### src/cpuConfigPkg.sv
package cpuConfigPkg;

    //////////////////////////////////////////////////
    // Datapath sizing
    //////////////////////////////////////////////////

    // Register and memory word width
    localparam int dataWidth = 32;

    // Register index width, 32 registers
    localparam int regAddrWidth = 5;

    // Default word counts for both memories
    localparam int imemDepthDefault = 64;
    localparam int dmemDepthDefault = 64;

    //////////////////////////////////////////////////
    // Common types
    //////////////////////////////////////////////////

    typedef logic [dataWidth-1:0] wordT;
    typedef logic [regAddrWidth-1:0] regIdxT;

endpackage

### src/isaPkg.sv
package isaPkg;

    //////////////////////////////////////////////////
    // Instruction encodings
    //////////////////////////////////////////////////

    // Primary opcode field, bits 31..26
    typedef enum logic [5:0] {
        opRtype = 6'h00,
        opJ     = 6'h02,
        opBeq   = 6'h04,
        opAddi  = 6'h08,
        opLw    = 6'h23,
        opSw    = 6'h2B
    } opcodeE;

    // R-type function field, bits 5..0
    typedef enum logic [5:0] {
        fnAdd = 6'h20,
        fnSub = 6'h22,
        fnAnd = 6'h24,
        fnOr  = 6'h25,
        fnSlt = 6'h2A
    } functE;

    // ALU operations, add is the zero code so a bubble adds
    typedef enum logic [2:0] {
        aluAdd = 3'd0,
        aluSub = 3'd1,
        aluAnd = 3'd2,
        aluOr  = 3'd3,
        aluSlt = 3'd4
    } aluOpE;

    //////////////////////////////////////////////////
    // Control bundle carried down the pipe
    //////////////////////////////////////////////////

    typedef struct packed {
        logic  regWrite;
        logic  memRead;
        logic  memWrite;
        logic  aluSrcImm;
        logic  regDstRd;
        aluOpE aluOp;
    } ctrlT;

    // sll $0,$0,0 encoding, used as the flush filler
    localparam logic [31:0] nopWord = 32'h0000_0000;

endpackage

### src/pipeInterfaces.sv


// Result of a later stage, for forwarding and hazard checks
interface fwdIf;
    import cpuConfigPkg::*;

    logic   regWrite;
    logic   memRead;
    regIdxT dest;
    wordT   value;

    modport source (output regWrite, memRead, dest, value);
    modport sink (input regWrite, memRead, dest, value);
endinterface

// Execute to memory register contents
interface exMemIf;
    import cpuConfigPkg::*;
    import isaPkg::*;

    logic   valid;
    ctrlT   ctrl;
    wordT   aluResult;
    wordT   storeData;
    regIdxT dest;

    modport producer (output valid, ctrl, aluResult, storeData, dest);
    modport consumer (input valid, ctrl, aluResult, storeData, dest);
endinterface

### src/memoryUnit.sv
`timescale 1ns/1ps

module memoryUnit #(
    parameter int dmemDepth = cpuConfigPkg::dmemDepthDefault
) (
    input  logic     Clk,
    input  logic     reset,
    exMemIf.consumer exMem,
    fwdIf.source     memWbFwd
);
    import cpuConfigPkg::*;

    localparam int dmemIdxWidth = $clog2(dmemDepth);

    logic [dmemIdxWidth-1:0] wordAddr;
    wordT                    loadData;
    wordT                    dmem [dmemDepth];

    //////////////////////////////////////////////////
    // Data memory
    //////////////////////////////////////////////////

    // Byte address to word index
    assign wordAddr = exMem.aluResult[dmemIdxWidth+1:2];

    // Combinational read
    assign loadData = dmem[wordAddr];

    // Bubbles never store
    always_ff @(posedge Clk) begin
        if (exMem.valid && exMem.ctrl.memWrite) begin
            dmem[wordAddr] <= exMem.storeData;
        end
    end

    //////////////////////////////////////////////////
    // Memory/writeback register
    //////////////////////////////////////////////////

    always_ff @(posedge Clk) begin
        if (reset) begin
            memWbFwd.regWrite <= 1'b0;
            memWbFwd.memRead  <= 1'b0;
        end else begin
            memWbFwd.regWrite <= exMem.valid && exMem.ctrl.regWrite;
            memWbFwd.memRead  <= exMem.valid && exMem.ctrl.memRead;
        end
    end

    // Write value picked before the register
    always_ff @(posedge Clk) begin
        memWbFwd.dest  <= exMem.dest;
        memWbFwd.value <= exMem.ctrl.memRead ? loadData : exMem.aluResult;
    end

endmodule

### src/flat_wrapper.sv
// flat-port wrapper written by rule: the top's interface ports become plain ports
module memoryUnit_flat import cpuConfigPkg::*;
#(
    parameter int dmemDepth = cpuConfigPkg::dmemDepthDefault
)
  (Clk, reset, exMem_valid, exMem_ctrl, exMem_aluResult, exMem_storeData, exMem_dest, memWbFwd_regWrite, memWbFwd_memRead, memWbFwd_dest, memWbFwd_value);
  exMemIf exMem_i ();
  fwdIf memWbFwd_i ();
  input  logic Clk;
  input  logic reset;
  input wire logic [$bits(exMem_i.valid)-1:0] exMem_valid;
  input wire logic [$bits(exMem_i.ctrl)-1:0] exMem_ctrl;
  input wire logic [$bits(exMem_i.aluResult)-1:0] exMem_aluResult;
  input wire logic [$bits(exMem_i.storeData)-1:0] exMem_storeData;
  input wire logic [$bits(exMem_i.dest)-1:0] exMem_dest;
  output wire logic [$bits(memWbFwd_i.regWrite)-1:0] memWbFwd_regWrite;
  output wire logic [$bits(memWbFwd_i.memRead)-1:0] memWbFwd_memRead;
  output wire logic [$bits(memWbFwd_i.dest)-1:0] memWbFwd_dest;
  output wire logic [$bits(memWbFwd_i.value)-1:0] memWbFwd_value;
  assign exMem_i.valid = exMem_valid;
  assign exMem_i.ctrl = exMem_ctrl;
  assign exMem_i.aluResult = exMem_aluResult;
  assign exMem_i.storeData = exMem_storeData;
  assign exMem_i.dest = exMem_dest;
  assign memWbFwd_regWrite = memWbFwd_i.regWrite;
  assign memWbFwd_memRead = memWbFwd_i.memRead;
  assign memWbFwd_dest = memWbFwd_i.dest;
  assign memWbFwd_value = memWbFwd_i.value;
  memoryUnit #(.dmemDepth(dmemDepth)) u_core (.Clk(Clk), .reset(reset), .exMem(exMem_i), .memWbFwd(memWbFwd_i));
endmodule
### config.mk
export PLATFORM = sky130hd
export DESIGN_NAME = memoryUnit_flat
export DESIGN_NICKNAME = d
export VERILOG_FILES = /design/src/cpuConfigPkg.sv /design/src/isaPkg.sv /design/src/pipeInterfaces.sv /design/src/memoryUnit.sv /design/src/flat_wrapper.sv
export SDC_FILE = /design/constraint.sdc
export NUM_CORES = 2
export LEC_CHECK = 0
export ABC_AREA = 1
export BUFFER_PORTS_ARGS = -buffer_cell sky130_fd_sc_hd__buf_2
export CAP_MARGIN = 10
export CORE_ASPECT_RATIO = 0.9
export CORE_MARGIN = 1
export CORE_UTILIZATION = 50
export CTS_BUF_LIST = sky130_fd_sc_hd__clkbuf_16
export DETAILED_ROUTE_END_ITERATION = 16
export PLACE_DENSITY = 0.66
export SETUP_SLACK_MARGIN = 0.02
export SLEW_MARGIN = 20
export SYNTH_ARGS = -nofsm -noshare
export SYNTH_HDL_FRONTEND = slang
export SYNTH_SLANG_ARGS = --single-unit
export TNS_END_PERCENT = 20
### constraint.sdc
create_clock -name Clk -period 9.6 [get_ports Clk]
set_input_delay 0.96 -clock Clk [delete_from_list [all_inputs] [get_ports Clk]]
set_output_delay 0.96 -clock Clk [all_outputs]
set_load 0.01 [all_outputs]
After elaboration in Yosys (flattened, before gate mapping)
Memories as Yosys holds them, arrays and structs flattened. Cells that the tools add are included.

Register bits after elaboration: 39. Memories: 1. Output and inout port bits: 39. Word-level logic and storage cells: 11. RAM bits: 2048.

Memories: u_core.dmem (words 64, bits a word 32, read ports 1, clocked after memory_dff 0, write ports 1, line memoryUnit.sv:17) `wordT dmem [dmemDepth];`.

Muxes and demuxes: 3. Reductions and logical operators: 3.

Operators with widths (count): $mux 32 (1); $logic_and 1x1->1 (3); $mux 1 (2).

Logic depth before layout (Yosys ltp)
Word-level depth: 3. Mapped depth: 17. Depth with buffers taken out: 13.

Worst setup path before layout
Ideal clock, no wire load.

Kind: input -> register. Start point: in exMem_aluResult[5]. End point: mem u_core.dmem[40][0] (netlist bit), enable pin. Buffers on the path: 1. Data required time: 9098 ps. Stages: 5. Path slack: 4295 ps. Data arrival time: 4803 ps. Path through: inv_1 > nor3_1 > buf_2 > inv_2 > nor4_1.

RTL lines: start: declaration (line flat_wrapper.sv:13) `input wire logic [$bits(exMem_i.aluResult)-1:0] exMem_aluResult;`; end: declaration (line memoryUnit.sv:17).

Straight into the memory's write port.

Worst setup path after layout
Start point: in exMem_aluResult[2]. End point: reg u_core.memWbFwd.value[17].

Longest elaborated chain between the ends: 2.

RTL lines: $mem_v2 64x32; $mux 32 (line memoryUnit.sv:53) `memWbFwd.value <= exMem.ctrl.memRead ? loadData : exMem.aluResult;`; end signal: assignment (line memoryUnit.sv:53); end: declaration (line pipeInterfaces.sv:12) `modport source (output regWrite, memRead, dest, value);`.

Every way passes these cells. A chain may end at the register's enable or synchronous reset.

==> flow_summary.ini <==
[status]
outcome = finished clean

[synth]
synth_cells = 8550
async_flop_share_pct = 0
yosysTopAreaCell = edfxtp_1
ys_warn_count = 0
synth_area_um2 = 87100
synth_seq_area_share_pct = 71.5
synth_edf_count = 2048
ys_types = 22
ys_seq_elements = 2087
synth_area_leaders = edfxtp_1 71%, nand2_1 24%, buf_2 1.1%, dfxtp_1 0.90%, clkbuf_1 0.72%
synth_commonest_cells = 5674 x nand2_1, 2048 x edfxtp_1, 183 x buf_2
yosysMostFrequentCell = nand2_1
synth_ff_type = edfxtp_1
yosysTopAreaCellShare_pct = 70.6
syn_avg_cell_area_um2 = 10.2
synth_nets = 8630

[timing]
min_period_over_period_pct = 42.5
fin_worst_skew_ps = 49.4
fin_setup_tns_ps = 0
hold_viol_final = 0
finalMaxSlewViolations = 0
fin_ws_ps = 5520
fin_crit_ps = 4080
slew_headroom_pct = 24.7
max_freq_mhz = 245
rsz0062_at_grt = no
finalSetupViolCount = 0
tightest_slew_ps = 1130

[setup_path]
arrival_ps = 4880
crit_end = u_core.memWbFwd.value[17]$_DFF_P_
cp_slowest_cell = buf_4
crit_path_start = exMem_aluResult[2]
r2r_end = u_core.memWbFwd.value[14]$_DFF_P_
crit_path_frequent_cell = nand2_1
cp_max_fo = 81
endpoint_kind = flop
r2r_start = u_core.dmem[51][14]$_DFFE_PP_
crit_path_max_incr_delay_ps = 690
rr_worst_depth = 12
path_buf_inv = 5
cp_top_family = buffers and inverters
crit_chain = buf_8 -> buf_4 -> buf_4 -> buf_4 -> nand2_1 -> nand2_1 -> nand2_1 -> nand2_1 -> nand2_1 -> nand2_1 -> nand2_1 -> nand2_1 -> nor2_1 -> nand3_1 -> nand2_1 -> inv_1
regToRegSetupSlack_ps = 7200
required_ps = 10400
crit_type = input pin to flop
cp-start-kind = input pin
crit_cells = 16

[place]
preCtsSetupSlack_ps = 4720
place_congestion = 0.810
hpwl_um = 125000
placed_cells = 10700
portBuffers = 113

[cells_and_area]
area_delta_synth_final_pct = 11.3
nets = 8685
instances_no_fill = 11000
drive_gt1_share_pct = 7.52

[drt]
ant_nets = 0
drt_wl_total_um = 244000
drc = 0
viasPerCell = 5.37
wl_per_cell_um = 22.1
dr.pass1.iters = 6
vias = 59300
drtIter0Drc = 7336

[clock_network]
clock_sinks = 2087
ctsResizeCount = 0
cts-root-buf = clkbuf_16
cts_hold_buffers = 0
clkSlewWorstSetupHoldPaths_ps = 60
cts_max_level = 4
cts_buffers = 208
cts_tree = yes
cts_buffer_depth = 3
clk_latency_ps = 860
cts_setup_buffers = 0

[die]
coreArea_um2 = 172000
die_y_um = 398
die_area_um2 = 176000
row_count = 144
die_width_um = 442
ioPinCount = 119
start_util_pct = 50.6

[global_routing]
grt_max_degree = 177
grt_pass1_vias = 55200
antenna_found_initial = 13
grt_pass1_wl_um = 356000
grt.overflow.total = 0
grt_use_total_pct = 27.5

[power_and_ir_drop]
vdd_ir_drop_max_mv = 0.189
p_per_area_nw_per_um2 = 196
leakagePower_nw = 40.6

[worst_hold_path]
hold_path_class = input pin to flop

[run]
cap_violations = 0
[state kept, by name, summed over array words and instances (netlist names)]
register / count
u_core.dmem: 2048
u_core.memWbFwd.regWrite: 1
u_core.memWbFwd.memRead: 1
u_core.memWbFwd.dest: 5
u_core.memWbFwd.value: 32
[routing by layer]
layer  vias to the layer above  wire [µm]  global-route usage, %
li1                      27700          -                      -
met1                     28300      99100                   38.2
met2                      2800     112000                   43.5
met3                       456      21800                   3.80
met4                         0      11400                   12.4
met5                         -          0                      0
[area by class of cell]
| cell class | count | area (µm²) |
|---|---|---|
| Tap cell | 2263 | 2830 |
| Antenna cell | 5 | 12.5 |
| Multi-Input combinational cell | 5946 | 23100 |
| Timing Repair Buffer | 270 | 1870 |
| Fill cell | 14200 | 75200 |
| Inverter | 92 | 368 |
| Clock buffer | 209 | 5230 |
| Clock inverter | 175 | 1250 |
| Sequential cell | 2087 | 62300 |
[cell families after synthesis]
family                 share of synthesized area [%]
AND/OR/NAND/NOR                                 25.6
AO/OA/AOI/OAI                                  0.290
flip-flops                                      71.5
buffers and inverters                           2.62
[per-stage QoR]
step	power, W	utilization, %	hold slack (ps)	area, µm²
after floorplan	0.0109	-	665	87100
after global placement	0.0114	52.5	837	90400
after detailed placement	0.0114	52.5	814	90400
after CTS	0.0191	56.3	148	96900
after global routing	0.0195	56.3	169	96900
final	0.0190	56.3	202	96900
[cells in the final DEF, fill, tap and decap left out, types with 46 or more instances in the layout]
cell / instances
buf_2: 110
edfxtp_1: 2048
nand2_1: 5673
inv_1: 126
nor2_4: 66
clkinv_1: 58
clkbuf_16: 209
buf_4: 149
nor2_1: 87
clkinv_2: 46
[worst register-to-register path, stage by stage (launching register included)]
cell	delay [ps]
edfxtp_1	350
nand2_1	80
nand2_1	60
nand2_1	60
nand2_1	70
nand2_1	50
nand2_1	70
nand2_1	220
nand2_1	80
nor2_1	600
nand3_1	470
nand2_1	150
inv_1	50
[where the power goes]
group          internal [W]  switching (W)  total (W)
Clock               0.00428        0.00347    0.00775
Combinational      0.000264       0.000915    0.00118
Sequential           0.0101      0.0000116     0.0101
[worst min-delay path by stage]
stage / endpoint / cells past startpoint / start
floorplan: u_core.memWbFwd.value[5]$_DFF_P_ / 6 / u_core.dmem[12][5]$_DFFE_PP_
global placement: u_core.memWbFwd.value[5]$_DFF_P_ / 6 / u_core.dmem[13][5]$_DFFE_PP_
detailed placement: u_core.memWbFwd.value[5]$_DFF_P_ / 6 / u_core.dmem[13][5]$_DFFE_PP_
CTS: u_core.memWbFwd.dest[1]$_DFF_P_ / 1 / exMem_dest[1]
global route: u_core.memWbFwd.dest[2]$_DFF_P_ / 1 / exMem_dest[2]
finish: u_core.memWbFwd.dest[1]$_DFF_P_ / 1 / exMem_dest[1]
No activity file was read; power rests on OpenSTA's default activity.
