### src/cpuConfigPkg.sv
package cpuConfigPkg;

    //////////////////////////////////////////////////
    // Datapath sizing
    //////////////////////////////////////////////////

    // Register and memory word width
    localparam int dataWidth = 32;

    // Register index width, 32 registers
    localparam int regAddrWidth = 5;

    // Default word counts for both memories
    localparam int imemDepthDefault = 64;
    localparam int dmemDepthDefault = 64;

    //////////////////////////////////////////////////
    // Common types
    //////////////////////////////////////////////////

    typedef logic [dataWidth-1:0] wordT;
    typedef logic [regAddrWidth-1:0] regIdxT;

endpackage

### src/isaPkg.sv
package isaPkg;

    //////////////////////////////////////////////////
    // Instruction encodings
    //////////////////////////////////////////////////

    // Primary opcode field, bits 31..26
    typedef enum logic [5:0] {
        opRtype = 6'h00,
        opJ     = 6'h02,
        opBeq   = 6'h04,
        opAddi  = 6'h08,
        opLw    = 6'h23,
        opSw    = 6'h2B
    } opcodeE;

    // R-type function field, bits 5..0
    typedef enum logic [5:0] {
        fnAdd = 6'h20,
        fnSub = 6'h22,
        fnAnd = 6'h24,
        fnOr  = 6'h25,
        fnSlt = 6'h2A
    } functE;

    // ALU operations, add is the zero code so a bubble adds
    typedef enum logic [2:0] {
        aluAdd = 3'd0,
        aluSub = 3'd1,
        aluAnd = 3'd2,
        aluOr  = 3'd3,
        aluSlt = 3'd4
    } aluOpE;

    //////////////////////////////////////////////////
    // Control bundle carried down the pipe
    //////////////////////////////////////////////////

    typedef struct packed {
        logic  regWrite;
        logic  memRead;
        logic  memWrite;
        logic  aluSrcImm;
        logic  regDstRd;
        aluOpE aluOp;
    } ctrlT;

    // sll $0,$0,0 encoding, used as the flush filler
    localparam logic [31:0] nopWord = 32'h0000_0000;

endpackage

### src/fetchUnit.sv
`timescale 1ns/1ps

module fetchUnit #(
    parameter int imemDepth = cpuConfigPkg::imemDepthDefault
) (
    input  logic                         Clk,
    input  logic                         reset,
    input  logic                         stall,
    input  logic                         redirect,
    input  cpuConfigPkg::wordT           redirectPc,
    input  logic                         imemWrite,
    input  logic [$clog2(imemDepth)-1:0] imemAddr,
    input  cpuConfigPkg::wordT           imemData,
    output cpuConfigPkg::wordT           instr,
    output cpuConfigPkg::wordT           pcPlus4
);
    import cpuConfigPkg::*;
    import isaPkg::*;

    localparam int imemIdxWidth = $clog2(imemDepth);

    wordT pc;
    wordT pcNext;
    wordT fetchedInstr;
    wordT imem [imemDepth];

    //////////////////////////////////////////////////
    // Instruction memory
    //////////////////////////////////////////////////

    // Loaded only through the load port while reset is held
    always_ff @(posedge Clk) begin
        if (imemWrite) begin
            imem[imemAddr] <= imemData;
        end
    end

    // Word addressed, low two PC bits ignored
    assign fetchedInstr = imem[pc[imemIdxWidth+1:2]];

    //////////////////////////////////////////////////
    // Program counter
    //////////////////////////////////////////////////

    assign pcNext = redirect ? redirectPc : pc + 32'd4;

    always_ff @(posedge Clk) begin
        if (reset) begin
            pc <= '0;
        end else if (!stall) begin
            pc <= pcNext;
        end
    end

    //////////////////////////////////////////////////
    // Fetch/decode register
    //////////////////////////////////////////////////

    // Redirect squashes the wrong-path word, stall freezes it
    always_ff @(posedge Clk) begin
        if (reset || redirect) begin
            instr   <= nopWord;
            pcPlus4 <= '0;
        end else if (!stall) begin
            instr   <= fetchedInstr;
            pcPlus4 <= pc + 32'd4;
        end
    end

endmodule

### config.mk
export PLATFORM = sky130hd
export DESIGN_NAME = fetchUnit
export DESIGN_NICKNAME = d
export VERILOG_FILES = /design/src/cpuConfigPkg.sv /design/src/isaPkg.sv /design/src/fetchUnit.sv
export SDC_FILE = /design/constraint.sdc
export NUM_CORES = 2
export LEC_CHECK = 0
export BUFFER_PORTS_ARGS = -buffer_cell sky130_fd_sc_hd__buf_2
export CORE_UTILIZATION = 45
export CTS_BUF_LIST = sky130_fd_sc_hd__clkbuf_8
export CTS_CLUSTER_SIZE = 8
export DETAILED_ROUTE_END_ITERATION = 10
export GPL_ROUTABILITY_DRIVEN = 0
export PLACE_DENSITY = 0.6
export SLEW_MARGIN = 20
export SYNTH_ARGS = -nofsm -noshare
export SYNTH_HDL_FRONTEND = slang
export SYNTH_SLANG_ARGS = --single-unit
### constraint.sdc
create_clock -name Clk -period 4.67 [get_ports Clk]
set_input_delay 0.2335 -clock Clk [delete_from_list [all_inputs] [get_ports Clk]]
set_output_delay 0.2335 -clock Clk [all_outputs]
set_load 0.005 [all_outputs]
### After elaboration in Yosys (flattened, before gate mapping)

Memory sizes are Yosys's and may differ from the RTL's. A register that Yosys moved wholly into a read port is not among the register bits.
Index checks and enable logic that the tools add are counted.

* register bits: 64
* output and inout bits: 64
* bits in writable memories: 2048
* memories kept: 1

* multiplexer cells: 3
* add/subtract/negate cells: 1
* reductions and logical operators: 2

Memories
* imem: depth 64, bits a word 32, rd ports 1, clocked after memory_dff 1, wr ports 1, line fetchUnit.sv:25 `wordT imem [imemDepth];`

Operators with widths (count)
* 32-bit by 3-bit adder with 32-bit output, second input constant: 1
* 32-bit two-way mux: 1
* 1-bit two-way mux: 2
* 1-bit zero test: 1
* 1-bit logical OR: 1

### Logic depth before layout (Yosys ltp)

* depth after elaboration: 2
* mapped depth: 11

### Worst setup path after synthesis

Ideal clock, no wire load.

* path type: in2reg
* start: input port imemAddr[5]
* end: memory imem[48][0] in the netlist's numbering, enable pin
* path buffers: 1
* library setup time: 0.461 ns
* required time: 4.209 ns
* stages on the path: 4
* setup slack: 1.099 ns
* data arrival time: 3.110 ns
* path through: clkbuf_1 -> nand3_1 -> or3_1 -> nor3_1

RTL lines
* start, declared: line fetchUnit.sv:12 `input logic [$clog2(imemDepth)-1:0] imemAddr,`
* end, declared: line fetchUnit.sv:25

No word-level cell before the write port.

==> run summary <==
For this design, the slowest cell found on the critical path is sky130_fd_sc_hd__dfxtp_4. Summed over all cells, the static leakage comes to 0.03067 uW. The clock period minus worst slack is 3.772 ns. The total stage count of the critical path is 7. The instance count of the mapped netlist is between 4000 and 5000. The post-synthesis adder-cell area fraction is 0.01494%.

The number of nets in the synthesized netlist is 4395. The post-synthesis compound-gate area fraction came out at under 10%. The share of post-route cells with drive strength above 1 is 23.67%.

Broken down by cell family, the worst path's largest delay share belongs to compound AO/OA/AOI/OAI gates. The netlist area before placement came out at ~0.084 mm2. The CTS clock-pin slew for the worst setup and hold paths came out at 0.06 ns. The critical path goes through buf_12, nor2b_4, buf_4, a22oi_1, a31oi_1, o2111ai_1, o221a_1. The post-detailed-routing wire length is about 240000 um. The total global routing overflow is 0. The area of the core came out at approximately 0.18 mm2. The number of buffers added by the clock tree synthesis step is 359. Once the clock tree was built, the setup fixing pass inserted 0 buffers.

The required time at the worst-slack endpoint is 5.60 ns. The DRC violation count after routing came out at 0. The quantity of hold-fixing buffers added after cts came out at between 100 and 150. The run finished with clean final reports.

The number of cells traversed by the worst hold path is 3. Of the post-synthesis cell area, the part taken by muxes is 14.52%. By area, the combinational part of the netlist is dominated by multiplexers. The global-route total usage across every layer is 25.13%.

Global routing used 4.271% of the available met3 tracks. The count of distinct cell types in the synthesized netlist came out at 78. The post-synthesis average cell area is between 15 and 20 um2.

Final hold analysis gives a worst-case slack of 0.1310 ns. The hold path startpoint is imemAddr[0]. The min-delay analysis places its worst path in the category primary input to flip-flop. For this run, global-route usage on met1 was measured as 35.58%.

Setup repair after global routing left no endpoint under its margin. The type of element capturing the critical path is a flip-flop. The post-synthesis to final-layout area growth is 14.15%. The largest voltage drop on the vdd net is 0.0002369 V.

For the worst-skew pair, the clock arrives at the later sink with an insertion delay of 1.07 ns. The minimum setup slack among reg-to-reg paths is 0.90 ns. The number of antenna violations at the first check in global routing is 23. Across all setup checks in the final design, the least slack found is 0.8977 ns. The post-route fraction of the period consumed by the critical path is 80.78%. The layout net count is roughly 5000. The type of origin of the critical path is a flip-flop.

The hold violation count in the final report came out at 0. The final routed wire length divided by cell count came out at around 31 um. The pre-antenna-repair detailed-routing pass consisted of 8 iterations. The capture instance of the worst register-to-register path is instr[7]$_SDFFE_PP0N_. The most critical setup path has its startpoint at pc[2]$_SDFFE_PP0N_. For this run, the number of Yosys warnings is 0. Of the synthesized area, sequential elements account for 75.75%.

The pre-CTS setup slack came out at 0.9517 ns. In the synthesized netlist the async set-or-reset flop fraction comes to 0%. The mean number of vias per cell is 5.961.

The height of the die is between 400 and 500 um. The signal arrival time at the worst endpoint is 4.70 ns. The tree is rooted in a sky130_fd_sc_hd__clkbuf_8. The total clock sinks is between 2000 and 2500.

The maximum fanout encountered on the critical timing path is 39. Of the total synthesized cell area, the portion taken by XOR and XNOR cells is less than 1%. The placement row count came out at 157.

Detailed placement finished with a half-perimeter wire length of around 140000 um. The global routing stage identified its most utilized layer as met2. After synthesis the netlist holds a flip-flop and latch count of 2144.

The horizontal die dimension is around 430 um. The setup TNS is 0 ns. The worst-case clock buffer depth came out at 4. The global-route met2 utilization is between 30% and 40%. Port buffering added ~140 buffers. The global-route wire length before repair came out at 333100 um. The number of cells upsized or downsized after cts came out at 0. The max-slew violation total from the final report is 0.

The path with the worst hold slack has its endpoint at imem[50][25]$_DFFE_PP_. The worst-margin pin slew is 1.166 ns. The initial core utilization is 45.54%. The number of synthesized flops with an enable pin came out at 2048. The final count of negative-setup-slack endpoints is 0.

In this run the power density over the cells is slightly above 400 mW/mm2. The total die area is between 0.15 and 0.2 mm2. The detail route stage leaves a number of antenna-violating nets equal to 0. Across the run, the number of max-cap violations was 0. The buffer and inverter count on the worst path came out at 2. Across the routed clock network, the largest skew measured is 0.08800 ns.

The critical path in this run is classified as flip-flop to flip-flop. The first-iteration detailed-routing DRC count came out at 5013. The maximum number of pins on one net before global-route repair is 73. The via count of the routed design came out at 45240. The worst reg2reg path depth is 7. The level count of the clock H-tree came out at 5. The via count of the first global-routing pass is 44450. The post-synthesis simple-gate area fraction is approximately 2.6%. The TritonCTS clock tree is yes.

Among all flip-flop cells after synthesis, the most frequent one is sky130_fd_sc_hd__edfxtp_1. For this run, the slowest stage of the critical path takes 0.89 ns. The worst register-to-register path begins at pc[2]$_SDFFE_PP0N_. For this run, the top clock speed supported by timing is 265.1 MHz. During I/O placement, the number of pins put on the boundary was 139. The worst-case headroom to the max-slew limit is 22.01%.
-- cells in the mapped netlist, types with 8 or more instances --
| cell | count | area share (%) |
|---|---|---|
| sky130_fd_sc_hd__edfxtp_1 | 2048 | 73 |
| sky130_fd_sc_hd__mux2i_1 | 533 | 6.4 |
| sky130_fd_sc_hd__mux4_2 | 280 | 7.5 |
| sky130_fd_sc_hd__a22oi_1 | 191 | 1.7 |
| sky130_fd_sc_hd__nand2_1 | 154 | 0.69 |
| sky130_fd_sc_hd__nor2_1 | 127 | 0.57 |
| sky130_fd_sc_hd__dfxtp_1 | 96 | 2.3 |
| sky130_fd_sc_hd__clkbuf_1 | 87 | 0.39 |
| sky130_fd_sc_hd__a21oi_1 | 78 | 0.47 |
| sky130_fd_sc_hd__nand3_1 | 70 | 0.42 |
| sky130_fd_sc_hd__buf_4 | 59 | 0.53 |
| sky130_fd_sc_hd__buf_2 | 57 | 0.34 |
| sky130_fd_sc_hd__a31oi_1 | 52 | 0.39 |
| sky130_fd_sc_hd__o21ai_0 | 48 | 0.29 |
| sky130_fd_sc_hd__mux2_2 | 46 | 0.62 |
| sky130_fd_sc_hd__buf_6 | 39 | 0.52 |
| sky130_fd_sc_hd__a211oi_1 | 25 | 0.22 |
| sky130_fd_sc_hd__and3_1 | 22 | 0.16 |
| sky130_fd_sc_hd__a221oi_1 | 20 | 0.21 |
| sky130_fd_sc_hd__xor2_1 | 19 | 0.20 |
| sky130_fd_sc_hd__nand4_1 | 17 | 0.13 |
| sky130_fd_sc_hd__o221ai_1 | 17 | 0.18 |
| sky130_fd_sc_hd__nor2b_1 | 16 | 0.12 |
| sky130_fd_sc_hd__a41oi_1 | 15 | 0.16 |
| sky130_fd_sc_hd__a32o_1 | 14 | 0.17 |
| sky130_fd_sc_hd__a31o_2 | 12 | 0.13 |
| sky130_fd_sc_hd__buf_1 | 11 | 0.049 |
| sky130_fd_sc_hd__o22ai_1 | 11 | 0.082 |
| sky130_fd_sc_hd__nand2b_1 | 9 | 0.067 |
| sky130_fd_sc_hd__xnor2_1 | 9 | 0.094 |
| sky130_fd_sc_hd__a21o_1 | 8 | 0.072 |
| sky130_fd_sc_hd__a22o_1 | 8 | 0.084 |
| sky130_fd_sc_hd__buf_8 | 8 | 0.14 |
| sky130_fd_sc_hd__o221a_2 | 8 | 0.11 |
-- flip-flops by register name, indices dropped and copies added, names as in the netlist --
signal   cells
pcPlus4     32
instr       32
imem      2048
pc          32
-- cells by family (layout without fill, tap and decap cells) --
kind of cell,count (synthesis),count (layout)
XOR/XNOR,28,28
other,0,13
multiplexers,859,859
adder cells (fa/ha/maj),1,1
flip-flops,2144,2144
buffers and inverters,271,1064
AO/OA/AOI/OAI,552,552
AND/OR/NAND/NOR,464,464
-- worst max-delay path by stage --
stage	endpoint	slack (ns)
6_report	instr[7]$_SDFFE_PP0N_	0.90
5_1_grt	pcPlus4[30]$_SDFFE_PP0N_	0.74
4_1_cts	instr[7]$_SDFFE_PP0N_	0.93
3_5_place_dp	instr[7]$_SDFFE_PP0N_	0.95
3_3_place_gp	instr[7]$_SDFFE_PP0N_	0.89
2_1_floorplan	imem[48][0]$_DFFE_PP_	1.10
-- layer usage --
layer	wire, um	vias to the layer above
met5	38	-
met3	19130	358
met1	98420	23900
li1	-	18870
met4	6470	6
met2	112000	2114
-- layout by cell type, fill, tap and decap left out, types with 19 or more instances in the layout --
master,Yosys,layout
sky130_fd_sc_hd__a21oi_1,78,78
sky130_fd_sc_hd__clkinv_1,1,49
sky130_fd_sc_hd__dfxtp_1,96,90
sky130_fd_sc_hd__mux2i_1,533,533
sky130_fd_sc_hd__edfxtp_1,2048,2048
sky130_fd_sc_hd__buf_2,57,135
sky130_fd_sc_hd__nand3_1,70,70
sky130_fd_sc_hd__a211oi_1,25,24
sky130_fd_sc_hd__dlygate4sd3_1,0,106
sky130_fd_sc_hd__a221oi_1,20,20
sky130_fd_sc_hd__nor2_1,127,59
sky130_fd_sc_hd__xor2_1,19,19
sky130_fd_sc_hd__nand2_1,154,154
sky130_fd_sc_hd__and3_1,22,22
sky130_fd_sc_hd__a31oi_1,52,52
sky130_fd_sc_hd__inv_1,6,150
sky130_fd_sc_hd__buf_4,59,194
sky130_fd_sc_hd__mux2_2,46,46
sky130_fd_sc_hd__o21ai_0,48,48
sky130_fd_sc_hd__buf_12,1,19
sky130_fd_sc_hd__nor2_4,0,66
sky130_fd_sc_hd__mux4_2,280,280
sky130_fd_sc_hd__clkbuf_8,0,389
sky130_fd_sc_hd__a22oi_1,191,191
-- where the power goes --
group / internal (uW) / switching [uW]
logic: 925 / 1570
clock network: 7730 / 7210
registers: 21200 / 121
total: 29900 / 8900
-- tightest hold or removal path: cells and delay by family --
| kind | cells | cell delay, ns |
|---|---|---|
| buffers and inverters | 1 | 0.15 |
| and+or+nand+nor | 2 | 0.56 |
-- final cells by class --
type                            instances  area, um2
Antenna cell                           13      32.53
Clock buffer                          389       5354
Clock inverter                        213      915.9
Fill cell                           14720      88290
Inverter                                8      32.53
Multi-Input combinational cell       1904      19140
Sequential cell                      2144      63440
Tap cell                             2464       3083
Timing Repair Buffer                  454       3573
-- metrics by stage --
step / utilization (%) / instance area, um2 / total power, uW / instances
after floorplan: - / 83730 / 23070 / 4319
after global placement: 47.97 / 88200 / 24130 / 6868
after detailed placement: 47.97 / 88210 / 24160 / 6868
after CTS: 51.96 / 95540 / 39040 / 7576
after global routing: 51.96 / 95540 / 39990 / 7578
final: 51.98 / 95570 / 38770 / 7589
Power figures use the tool's default switching activity.
