==> config.mk <==
export PLATFORM = sky130hd
export DESIGN_NAME = decodeUnit_flat
export DESIGN_NICKNAME = d
export VERILOG_FILES = /design/src/cpuConfigPkg.sv /design/src/isaPkg.sv /design/src/pipeInterfaces.sv /design/src/decodeUnit.sv /design/src/flat_wrapper.sv
export SDC_FILE = /design/constraint.sdc
export NUM_CORES = 1
export LEC_CHECK = 0
export BUFFER_PORTS_ARGS = -buffer_cell sky130_fd_sc_hd__buf_2
export CAP_MARGIN = 10
export CORE_MARGIN = 8
export CORE_UTILIZATION = 50
export CTS_CLUSTER_SIZE = 24
export DETAILED_ROUTE_END_ITERATION = 8
export PLACE_DENSITY = 0.67
export SETUP_SLACK_MARGIN = 0.15
export SKIP_LAST_GASP = 1
export SLEW_MARGIN = 15
export SYNTH_ARGS = -nofsm -noshare
export SYNTH_HDL_FRONTEND = slang
export SYNTH_SLANG_ARGS = --single-unit
==> constraint.sdc <==
create_clock -name Clk -period 8.2 [get_ports Clk]
set_input_delay 2.46 -clock Clk [delete_from_list [all_inputs] [get_ports Clk]]
set_output_delay 2.46 -clock Clk [all_outputs]
set_load 0.02 [all_outputs]
==> src/cpuConfigPkg.sv <==
package cpuConfigPkg;

    //////////////////////////////////////////////////
    // Datapath sizing
    //////////////////////////////////////////////////

    // Register and memory word width
    localparam int dataWidth = 32;

    // Register index width, 32 registers
    localparam int regAddrWidth = 5;

    // Default word counts for both memories
    localparam int imemDepthDefault = 64;
    localparam int dmemDepthDefault = 64;

    //////////////////////////////////////////////////
    // Common types
    //////////////////////////////////////////////////

    typedef logic [dataWidth-1:0] wordT;
    typedef logic [regAddrWidth-1:0] regIdxT;

endpackage

==> src/isaPkg.sv <==
package isaPkg;

    //////////////////////////////////////////////////
    // Instruction encodings
    //////////////////////////////////////////////////

    // Primary opcode field, bits 31..26
    typedef enum logic [5:0] {
        opRtype = 6'h00,
        opJ     = 6'h02,
        opBeq   = 6'h04,
        opAddi  = 6'h08,
        opLw    = 6'h23,
        opSw    = 6'h2B
    } opcodeE;

    // R-type function field, bits 5..0
    typedef enum logic [5:0] {
        fnAdd = 6'h20,
        fnSub = 6'h22,
        fnAnd = 6'h24,
        fnOr  = 6'h25,
        fnSlt = 6'h2A
    } functE;

    // ALU operations, add is the zero code so a bubble adds
    typedef enum logic [2:0] {
        aluAdd = 3'd0,
        aluSub = 3'd1,
        aluAnd = 3'd2,
        aluOr  = 3'd3,
        aluSlt = 3'd4
    } aluOpE;

    //////////////////////////////////////////////////
    // Control bundle carried down the pipe
    //////////////////////////////////////////////////

    typedef struct packed {
        logic  regWrite;
        logic  memRead;
        logic  memWrite;
        logic  aluSrcImm;
        logic  regDstRd;
        aluOpE aluOp;
    } ctrlT;

    // sll $0,$0,0 encoding, used as the flush filler
    localparam logic [31:0] nopWord = 32'h0000_0000;

endpackage

==> src/pipeInterfaces.sv <==
`timescale 1ns/1ps

// Decode to execute register contents
interface idExIf;
    import cpuConfigPkg::*;
    import isaPkg::*;

    logic   valid;
    ctrlT   ctrl;
    wordT   rsVal;
    wordT   rtVal;
    wordT   imm;
    regIdxT rs;
    regIdxT rt;
    regIdxT rd;

    modport producer (output valid, ctrl, rsVal, rtVal, imm, rs, rt, rd);
    modport consumer (input valid, ctrl, rsVal, rtVal, imm, rs, rt, rd);
endinterface

// Result of a later stage, for forwarding and hazard checks
interface fwdIf;
    import cpuConfigPkg::*;

    logic   regWrite;
    logic   memRead;
    regIdxT dest;
    wordT   value;

    modport source (output regWrite, memRead, dest, value);
    modport sink (input regWrite, memRead, dest, value);
endinterface


==> src/decodeUnit.sv <==
`timescale 1ns/1ps

module decodeUnit (
    input  logic               Clk,
    input  logic               reset,
    input  cpuConfigPkg::wordT instr,
    input  cpuConfigPkg::wordT pcPlus4,
    output logic               stall,
    output logic               redirect,
    output cpuConfigPkg::wordT redirectPc,
    idExIf.producer            idEx,
    fwdIf.sink                 exMemFwd,
    fwdIf.sink                 memWbFwd
);
    import cpuConfigPkg::*;
    import isaPkg::*;

    opcodeE op;
    functE  fn;
    regIdxT rs;
    regIdxT rt;
    regIdxT rd;
    wordT   imm;
    wordT   rsVal;
    wordT   rtVal;
    ctrlT   ctrl;
    logic   legal;
    logic   isBranch;
    logic   isJump;
    regIdxT exDest;
    logic   loadUse;
    logic   branchHaz;
    wordT   regFile [2**regAddrWidth];

    // Instruction fields
    assign op  = opcodeE'(instr[31:26]);
    assign fn  = functE'(instr[5:0]);
    assign rs  = instr[25:21];
    assign rt  = instr[20:16];
    assign rd  = instr[15:11];
    assign imm = {{(dataWidth-16){instr[15]}}, instr[15:0]};

    //////////////////////////////////////////////////
    // Control decode
    //////////////////////////////////////////////////

    always_comb begin
        ctrl     = '0;
        legal    = 1'b1;
        isBranch = 1'b0;
        isJump   = 1'b0;
        case (op)
            opRtype: begin
                ctrl.regWrite = 1'b1;
                ctrl.regDstRd = 1'b1;
                case (fn)
                    fnAdd:   ctrl.aluOp = aluAdd;
                    fnSub:   ctrl.aluOp = aluSub;
                    fnAnd:   ctrl.aluOp = aluAnd;
                    fnOr:    ctrl.aluOp = aluOr;
                    fnSlt:   ctrl.aluOp = aluSlt;
                    // Unknown funct, nop included, does nothing
                    default: begin
                        ctrl  = '0;
                        legal = 1'b0;
                    end
                endcase
            end
            opAddi: begin
                ctrl.regWrite  = 1'b1;
                ctrl.aluSrcImm = 1'b1;
            end
            opLw: begin
                ctrl.regWrite  = 1'b1;
                ctrl.memRead   = 1'b1;
                ctrl.aluSrcImm = 1'b1;
            end
            opSw: begin
                ctrl.memWrite  = 1'b1;
                ctrl.aluSrcImm = 1'b1;
            end
            opBeq:   isBranch = 1'b1;
            opJ:     isJump = 1'b1;
            default: legal = 1'b0;
        endcase
    end

    //////////////////////////////////////////////////
    // Register file
    //////////////////////////////////////////////////

    // Writeback stage owns the write port
    always_ff @(posedge Clk) begin
        if (memWbFwd.regWrite && memWbFwd.dest != '0) begin
            regFile[memWbFwd.dest] <= memWbFwd.value;
        end
    end

    // $zero reads as zero, same-cycle write bypasses the array
    function automatic wordT readReg(input regIdxT idx);
        if (idx == '0) begin
            return '0;
        end else if (memWbFwd.regWrite && memWbFwd.dest == idx) begin
            return memWbFwd.value;
        end
        return regFile[idx];
    endfunction

    always_comb begin
        rsVal = readReg(rs);
        rtVal = readReg(rt);
    end

    //////////////////////////////////////////////////
    // Hazards and redirect
    //////////////////////////////////////////////////

    // Destination of whatever sits in execute right now
    assign exDest = idEx.ctrl.regDstRd ? idEx.rd : idEx.rt;

    // Load in execute feeding this instruction
    assign loadUse = idEx.valid && idEx.ctrl.memRead && exDest != '0
                     && (exDest == rs || exDest == rt);

    // Branch compares in decode so it waits for in-flight writers
    always_comb begin
        branchHaz = 1'b0;
        if (isBranch) begin
            if (idEx.ctrl.regWrite && exDest != '0 && (exDest == rs || exDest == rt)) begin
                branchHaz = 1'b1;
            end
            if (exMemFwd.regWrite && exMemFwd.dest != '0
                && (exMemFwd.dest == rs || exMemFwd.dest == rt)) begin
                branchHaz = 1'b1;
            end
        end
    end

    assign stall = loadUse || branchHaz;

    // Never redirect on stale operands
    assign redirect = !stall && (isJump || (isBranch && rsVal == rtVal));

    assign redirectPc = isJump ? {pcPlus4[31:28], instr[25:0], 2'b00}
                               : pcPlus4 + (imm << 2);

    //////////////////////////////////////////////////
    // Decode/execute register
    //////////////////////////////////////////////////

    // Stall inserts a bubble
    always_ff @(posedge Clk) begin
        if (reset || stall) begin
            idEx.valid <= 1'b0;
            idEx.ctrl  <= '0;
        end else begin
            idEx.valid <= legal;
            idEx.ctrl  <= ctrl;
        end
    end

    always_ff @(posedge Clk) begin
        idEx.rsVal <= rsVal;
        idEx.rtVal <= rtVal;
        idEx.imm   <= imm;
        idEx.rs    <= rs;
        idEx.rt    <= rt;
        idEx.rd    <= rd;
    end

endmodule

==> src/flat_wrapper.sv <==
// flat-port wrapper written by rule: the top's interface ports become plain ports
module decodeUnit_flat import cpuConfigPkg::*; import isaPkg::*;
  (Clk, reset, instr, pcPlus4, stall, redirect, redirectPc, idEx_valid, idEx_ctrl, idEx_rsVal, idEx_rtVal, idEx_imm, idEx_rs, idEx_rt, idEx_rd, exMemFwd_regWrite, exMemFwd_memRead, exMemFwd_dest, exMemFwd_value, memWbFwd_regWrite, memWbFwd_memRead, memWbFwd_dest, memWbFwd_value);
  idExIf idEx_i ();
  fwdIf exMemFwd_i ();
  fwdIf memWbFwd_i ();
  input  logic Clk;
  input  logic reset;
  input  cpuConfigPkg::wordT instr;
  input  cpuConfigPkg::wordT pcPlus4;
  output logic stall;
  output logic redirect;
  output cpuConfigPkg::wordT redirectPc;
  output wire logic [$bits(idEx_i.valid)-1:0] idEx_valid;
  output wire logic [$bits(idEx_i.ctrl)-1:0] idEx_ctrl;
  output wire logic [$bits(idEx_i.rsVal)-1:0] idEx_rsVal;
  output wire logic [$bits(idEx_i.rtVal)-1:0] idEx_rtVal;
  output wire logic [$bits(idEx_i.imm)-1:0] idEx_imm;
  output wire logic [$bits(idEx_i.rs)-1:0] idEx_rs;
  output wire logic [$bits(idEx_i.rt)-1:0] idEx_rt;
  output wire logic [$bits(idEx_i.rd)-1:0] idEx_rd;
  input wire logic [$bits(exMemFwd_i.regWrite)-1:0] exMemFwd_regWrite;
  input wire logic [$bits(exMemFwd_i.memRead)-1:0] exMemFwd_memRead;
  input wire logic [$bits(exMemFwd_i.dest)-1:0] exMemFwd_dest;
  input wire logic [$bits(exMemFwd_i.value)-1:0] exMemFwd_value;
  input wire logic [$bits(memWbFwd_i.regWrite)-1:0] memWbFwd_regWrite;
  input wire logic [$bits(memWbFwd_i.memRead)-1:0] memWbFwd_memRead;
  input wire logic [$bits(memWbFwd_i.dest)-1:0] memWbFwd_dest;
  input wire logic [$bits(memWbFwd_i.value)-1:0] memWbFwd_value;
  assign idEx_valid = idEx_i.valid;
  assign idEx_ctrl = idEx_i.ctrl;
  assign idEx_rsVal = idEx_i.rsVal;
  assign idEx_rtVal = idEx_i.rtVal;
  assign idEx_imm = idEx_i.imm;
  assign idEx_rs = idEx_i.rs;
  assign idEx_rt = idEx_i.rt;
  assign idEx_rd = idEx_i.rd;
  assign exMemFwd_i.regWrite = exMemFwd_regWrite;
  assign exMemFwd_i.memRead = exMemFwd_memRead;
  assign exMemFwd_i.dest = exMemFwd_dest;
  assign exMemFwd_i.value = exMemFwd_value;
  assign memWbFwd_i.regWrite = memWbFwd_regWrite;
  assign memWbFwd_i.memRead = memWbFwd_memRead;
  assign memWbFwd_i.dest = memWbFwd_dest;
  assign memWbFwd_i.value = memWbFwd_value;
  decodeUnit u_core (.Clk(Clk), .reset(reset), .instr(instr), .pcPlus4(pcPlus4), .stall(stall), .redirect(redirect), .redirectPc(redirectPc), .idEx(idEx_i), .exMemFwd(exMemFwd_i), .memWbFwd(memWbFwd_i));
endmodule
# Word-level counts from Yosys, hierarchy flattened
# Memories as Yosys holds them, arrays and structs flattened.
# Cells that the tools add are included.
[word_totals]
memories = 1
inputBits = 144
output_inout_bits = 154
wordCells = 89
register_bits = 104
ramBits = 1024
[classes]
reduce_logical = 29
eq_ne = 17
mux = 27
add_sub_neg = 1
bitwise_logic = 1
[mem_list]
columns = ["name", "depth", "word_bits", "rd", "rd_clocked_by_memory_dff", "write_ports", "line_no", "source"]
rows = [
  ["u_core.regFile", 32, 32, 2, 0, 1, "decodeUnit.sv:33", "wordT regFile [2**regAddrWidth];"],
]
[op_table]
columns = ["op", "n"]
rows = [
  ["2-to-1 mux 32 bit", 7],
  ["== test 6 bit (second input constant)", 7],
  ["adder 32 bit", 1],
  ["== test 32 bit", 1],
  ["== test 5 bit", 6],
  ["nonzero test 5 bit", 3],
  ["logical AND 1 bit", 12],
  ["2-to-1 mux 1 bit", 12],
  ["one-hot mux 3 bit (4 select lines)", 1],
  ["logical NOT 5 bit", 2],
  ["2-to-1 mux 5 bit", 2],
  ["one-hot mux 1 bit (2 select lines)", 5],
  ["OR reduction 5 bit", 2],
  ["== test 6 x 2 -> 1 bit (second input constant)", 1],
  ["== test 6 x 3 -> 1 bit (second input constant)", 1],
  ["== test 6 x 4 -> 1 bit (second input constant)", 1],
  ["logical NOT 6 bit", 1],
  ["logical OR 1 bit", 5],
  ["OR reduction 2 bit", 2],
  ["OR reduction 3 bit", 1],
  ["logical NOT 1 bit", 1],
  ["inverter 1 bit", 1],
]

# Longest topological paths before layout
[logic_depth]
depth_word = 10
mapped_depth = 16
depth_no_buf = 13

# Worst setup path after synthesis
# No wires, ideal clock.
[synth_path]
path_type = "input port to output port"
start = "input instr[16]"
end = "output redirect"
path_buffers = 4
cell_stages = 13
slack_ns = 0.431
arrival_time_ns = 5.309
t_required_ns = 5.740
cell_sequence = "buf_2 -> buf_4 -> buf_2 -> buf_2 -> mux4_2 -> a22oi_1 -> o21ai_0 -> nor3_1 -> nor2_1 -> xor2_1 -> nor4_1 -> nand3_1 -> o32ai_2"
[synth_between]
elab_chain_cells = 9
word_cells_on_any_way = 24
classes_between = "eq/ne: 4; mux: 7; reduce/logical: 12; memory: 1"
[synth_lines]
columns = ["item", "line_no", "source"]
rows = [
  ["from (decl)", "flat_wrapper.sv:9", "input cpuConfigPkg::wordT instr;"],
  ["parallel branches: the longest is 4 deep, another holds memory (32 x 32 bit)", "n/a", ""],
  ["2-to-1 mux 32 bit *", "decodeUnit.sv:106", "return regFile[idx];"],
  ["via u_core.rtVal[25]", "decodeUnit.sv:25", "wordT rtVal;"],
  ["== test 32 bit *", "decodeUnit.sv:142", "assign redirect = !stall && (isJump || (isBranch && rsVal == rtVal));"],
  ["logical AND 1 bit *", "decodeUnit.sv:142", ""],
  ["logical OR 1 bit *", "decodeUnit.sv:142", ""],
  ["logical AND 1 bit *", "decodeUnit.sv:142", ""],
  ["to (decl)", "flat_wrapper.sv:12", "output logic redirect;"],
]
# Mark *: on every way through the listed nets, which the timed path passes.

# Final worst setup path
[layout_path]
start = "input instr[18]"
end = "output redirect"
[layout_between]
elab_chain_cells = 9
word_cells_on_any_way = 24
classes_between = "eq/ne: 4; mux: 7; reduce/logical: 12; memory: 1"
[layout_lines]
columns = ["item", "line_no"]
rows = [
  ["parallel branches: the longest is 8 deep, another holds memory (32 x 32 bit)", "n/a"],
  ["logical AND 1 bit *", "decodeUnit.sv:142"],
]
# Every way passes the cells marked *.

==> flow_summary.toml <==
[outcome]
status = "finished clean"

[power_and_ir_drop]
powerDensity_mw_per_mm2 = 214
max-vdd-ir-drop_mv = 0.161
internal-power_mw = 10.5
comb_power_share_pct = 13.3
seq_power_share_pct = 46.4
clkPwrFrac_pct = 40.3
p_total_mw = 13.8
switchingPower_mw = 3.36
sw_frac_of_total_pct = 24.3
p_leak_nw = 22.6

[logic_synthesis]
yosysTopAreaCell = "edfxtp_1"
synth_edf_count = 1024
synth.area.top_cells = "edfxtp_1 (58%), mux4_2 (21%), dfxtp_1 (3.7%), mux2i_1 (2.9%), o21ai_0 (1.0%)"
synthFlopType = "edfxtp_1"
yosysTopAreaCellShare_pct = 57.9
syn_inst = 3052
yosysMostFrequentCell = "edfxtp_1"
synthArstFlopShare_pct = 0
synth-seq-cells = 1123
syn_area_mm2 = 0.0531
ys_types = 75
yosysWarnings = 0
synth_commonest_cells = "edfxtp_1 (1024), mux4_2 (492), mux2i_1 (152)"
avgSynthCellArea_um2 = 17.4
synth.yosys.seq_area_share_pct = 61.7

[global_routing]
track_usage_pct = 31.0
grt_pass1_vias = 36200
grt_max_degree = 43
grt_first_pass_wirelength_um = 261000
overflow = 0
antenna_found_initial = 14

[final_layout]
regArea_mm2 = 0.0327
fill_cells = 7487
layout.nets = 3879
multiInputGateArea_mm2 = 0.0197
drive_gt1_share_pct = 40.5
final_util_pct = 61.5
design_area_mm2 = 0.0647
area_delta_synth_final_pct = 21.9

[clock_tree]
clk_pin_slew_ns = 0.06
cts_tree = "yes"
cts_buffer_depth = 3
cts.sinks = 1123
cts_hold_buf = 0
cts_root_buf = "clkbuf_16"
ctsHtreeMaxLevel = 3
clk_latency_ns = 0.71
cts-buffers-inserted = 115

[place]
dp_hpwl_um = 113000
numPortBuffers = 263
placed_cell_area_mm2 = 0.0591
place_congestion = 0.880

[floorplan]
fp.dieW_um = 342
fp.dieH_um = 342
start_util_pct = 50.4
rows = 119
ioPinCount = 298
core-area_mm2 = 0.105
die_area_mm2 = 0.117

[worst_setup_path]
startpoint_type = "input pin"
reg2reg_to = "u_core.idEx.ctrl[1]$_SDFF_PP0_"
path_max_fanout = 27
regToRegSetupSlack_ns = 5.45
endpoint_kind = "primary output"
endpoint = "redirect"
rr_startpoint = "u_core.idEx.ctrl[3]$_SDFF_PP0_"
arrival_ns = 5.72
worst-r2r-cell-count = 8
crit_start = "instr[18]"
cp.required_ns = 5.74
crit_type = "in -> out"

[timing]
min_period_over_period_pct = 99.8
slew_viol_final = 0
worst_slew_pin_slew_ns = 1.17
skew_ns = 0.0401
hold_violations = 0
fin_crit_ns = 8.18
rsz0062_at_grt = "yes"
setup_tns_ns = 0
fmax_mhz = 122
setup_violations = 0
hold_ws_ns = 1.08
relSlewSlack_pct = 21.6

[drt]
drt-vias-per-instance = 6.87
wl_per_cell_um = 35.6
vias = 35800
drc = 0
drt_iter0_drc = 5081
drt_wl_total_um = 185000
antenna_left = 0
dr.pass1.iters = 7

[job]
maxCapViolations = 0

[min_path]
hold_class = "reg -> reg"
## cells by family after synthesis
kind of cell | after synthesis | share of synthesized area [%]
muxes | 659 | 24.1
other | 1 | 0.00706
adders and majority gates | 30 | 0.721
and+or+nand+nor | 485 | 4.47
xor gates and xnor gates | 78 | 1.29
AOI/OAI and AO/OA | 420 | 5.17
buffers and inverters | 256 | 2.63
DFF | 1123 | 61.7
## stage by stage
step | worst slack, ns | instances
6_report | 0.0186 | 5203
3_5_place_dp | -0.693 | 4906
5_1_grt | -0.0255 | 5199
3_3_place_gp | -0.696 | 4906
2_1_floorplan | 0.431 | 3083
4_1_cts | 0.103 | 5184
## worst min path at each step
stage | from | to | slack [ns] | cells past startpoint
global placement | u_core.regFile[1][1]$_DFFE_PP_ | u_core.idEx.rtVal[1]$_DFF_P_ | 1.02 | 6
detailed placement | u_core.regFile[1][1]$_DFFE_PP_ | u_core.idEx.rtVal[1]$_DFF_P_ | 1.02 | 6
floorplan | u_core.regFile[24][30]$_DFFE_PP_ | u_core.idEx.rtVal[30]$_DFF_P_ | 0.78 | 6
CTS | u_core.regFile[12][29]$_DFFE_PP_ | u_core.idEx.rsVal[29]$_DFF_P_ | 1.04 | 7
global route | u_core.regFile[10][19]$_DFFE_PP_ | u_core.idEx.rsVal[19]$_DFF_P_ | 1.10 | 5
finish | u_core.regFile[12][29]$_DFFE_PP_ | u_core.idEx.rsVal[29]$_DFF_P_ | 1.08 | 7
## cells in the final DEF (no fill, tap or decap), types with 36 or more instances in the layout
cell	netlist	final
mux4_2	492	492
nand2_1	113	110
dfxtp_1	99	99
nand3_1	42	41
edfxtp_1	1024	1024
buf_12	2	63
clkbuf_16	0	118
buf_2	55	255
a21oi_1	75	68
a22oi_1	44	42
xor2_1	46	41
mux2i_1	152	149
nor2_1	121	81
o21ai_0	106	89
buf_4	55	368
o22ai_1	36	36
nor3_1	69	64
## layout make-up
| type | count | share of cell area, % |
|---|---|---|
| multi-input combinational | 1704 | 30.5 |
| inverter | 21 | 0.137 |
| antenna | 8 | 0.0309 |
| sequential | 1123 | 50.6 |
| timing repair buffer | 740 | 9.93 |
| clock inverter | 69 | 1.36 |
| clock buffer | 147 | 4.82 |
| tap | 1391 | 2.69 |
## worst max-delay path, stage by stage
cell and delay, ns:
clkbuf_8 0.19, buf_12 0.20, buf_12 0.23, mux4_2 0.34, mux2i_1 0.26, nor2_1 0.07
a31oi_1 0.15, nand4_1 0.11, o211ai_1 0.28, xnor2_2 0.20, nor4_2 0.39, buf_4 0.19
nand3_1 0.11, o32ai_4 0.31, buf_6 0.16
## layer usage
layer | up-vias | wire length [um] | global-route usage, %
li1 | 14000 | - | -
met1 | 18400 | 63100 | 38.7
met5 | - | 30 | 0
met4 | 6 | 13200 | 18.0
met2 | 2608 | 86900 | 49.4
met3 | 690 | 21900 | 7.76
## what timing repair did
item / 4_1_cts / 5_1_grt
endpoints found under the hold margin: 0 / 0
endpoints found under the setup margin: 2 / 9
buffers inserted: 51 / 11
cloned: 11 / 0
gates resized for setup: 132 / 32
pin swaps: 32 / 18
## state kept, by name, indices dropped and copies added, names as in the netlist
register / flops
u_core.idEx.rt: 5
u_core.idEx.rtVal: 32
u_core.regFile: 1024
u_core.idEx.imm: 16
u_core.idEx.rsVal: 32
u_core.idEx.rs: 5
u_core.idEx.ctrl: 8
u_core.idEx.valid: 1
## power by group through the flow
stage               Clock (mW)  Sequential (mW)  Combinational, mW
floorplan                    0             6.60              0.867
global placement             0             6.53               1.67
detailed placement           0             6.54               1.69
CTS                       5.62             6.42               1.81
global route              5.82             6.43               1.92
finish                    5.58             6.42               1.85
Power figures use the tool's default switching activity.
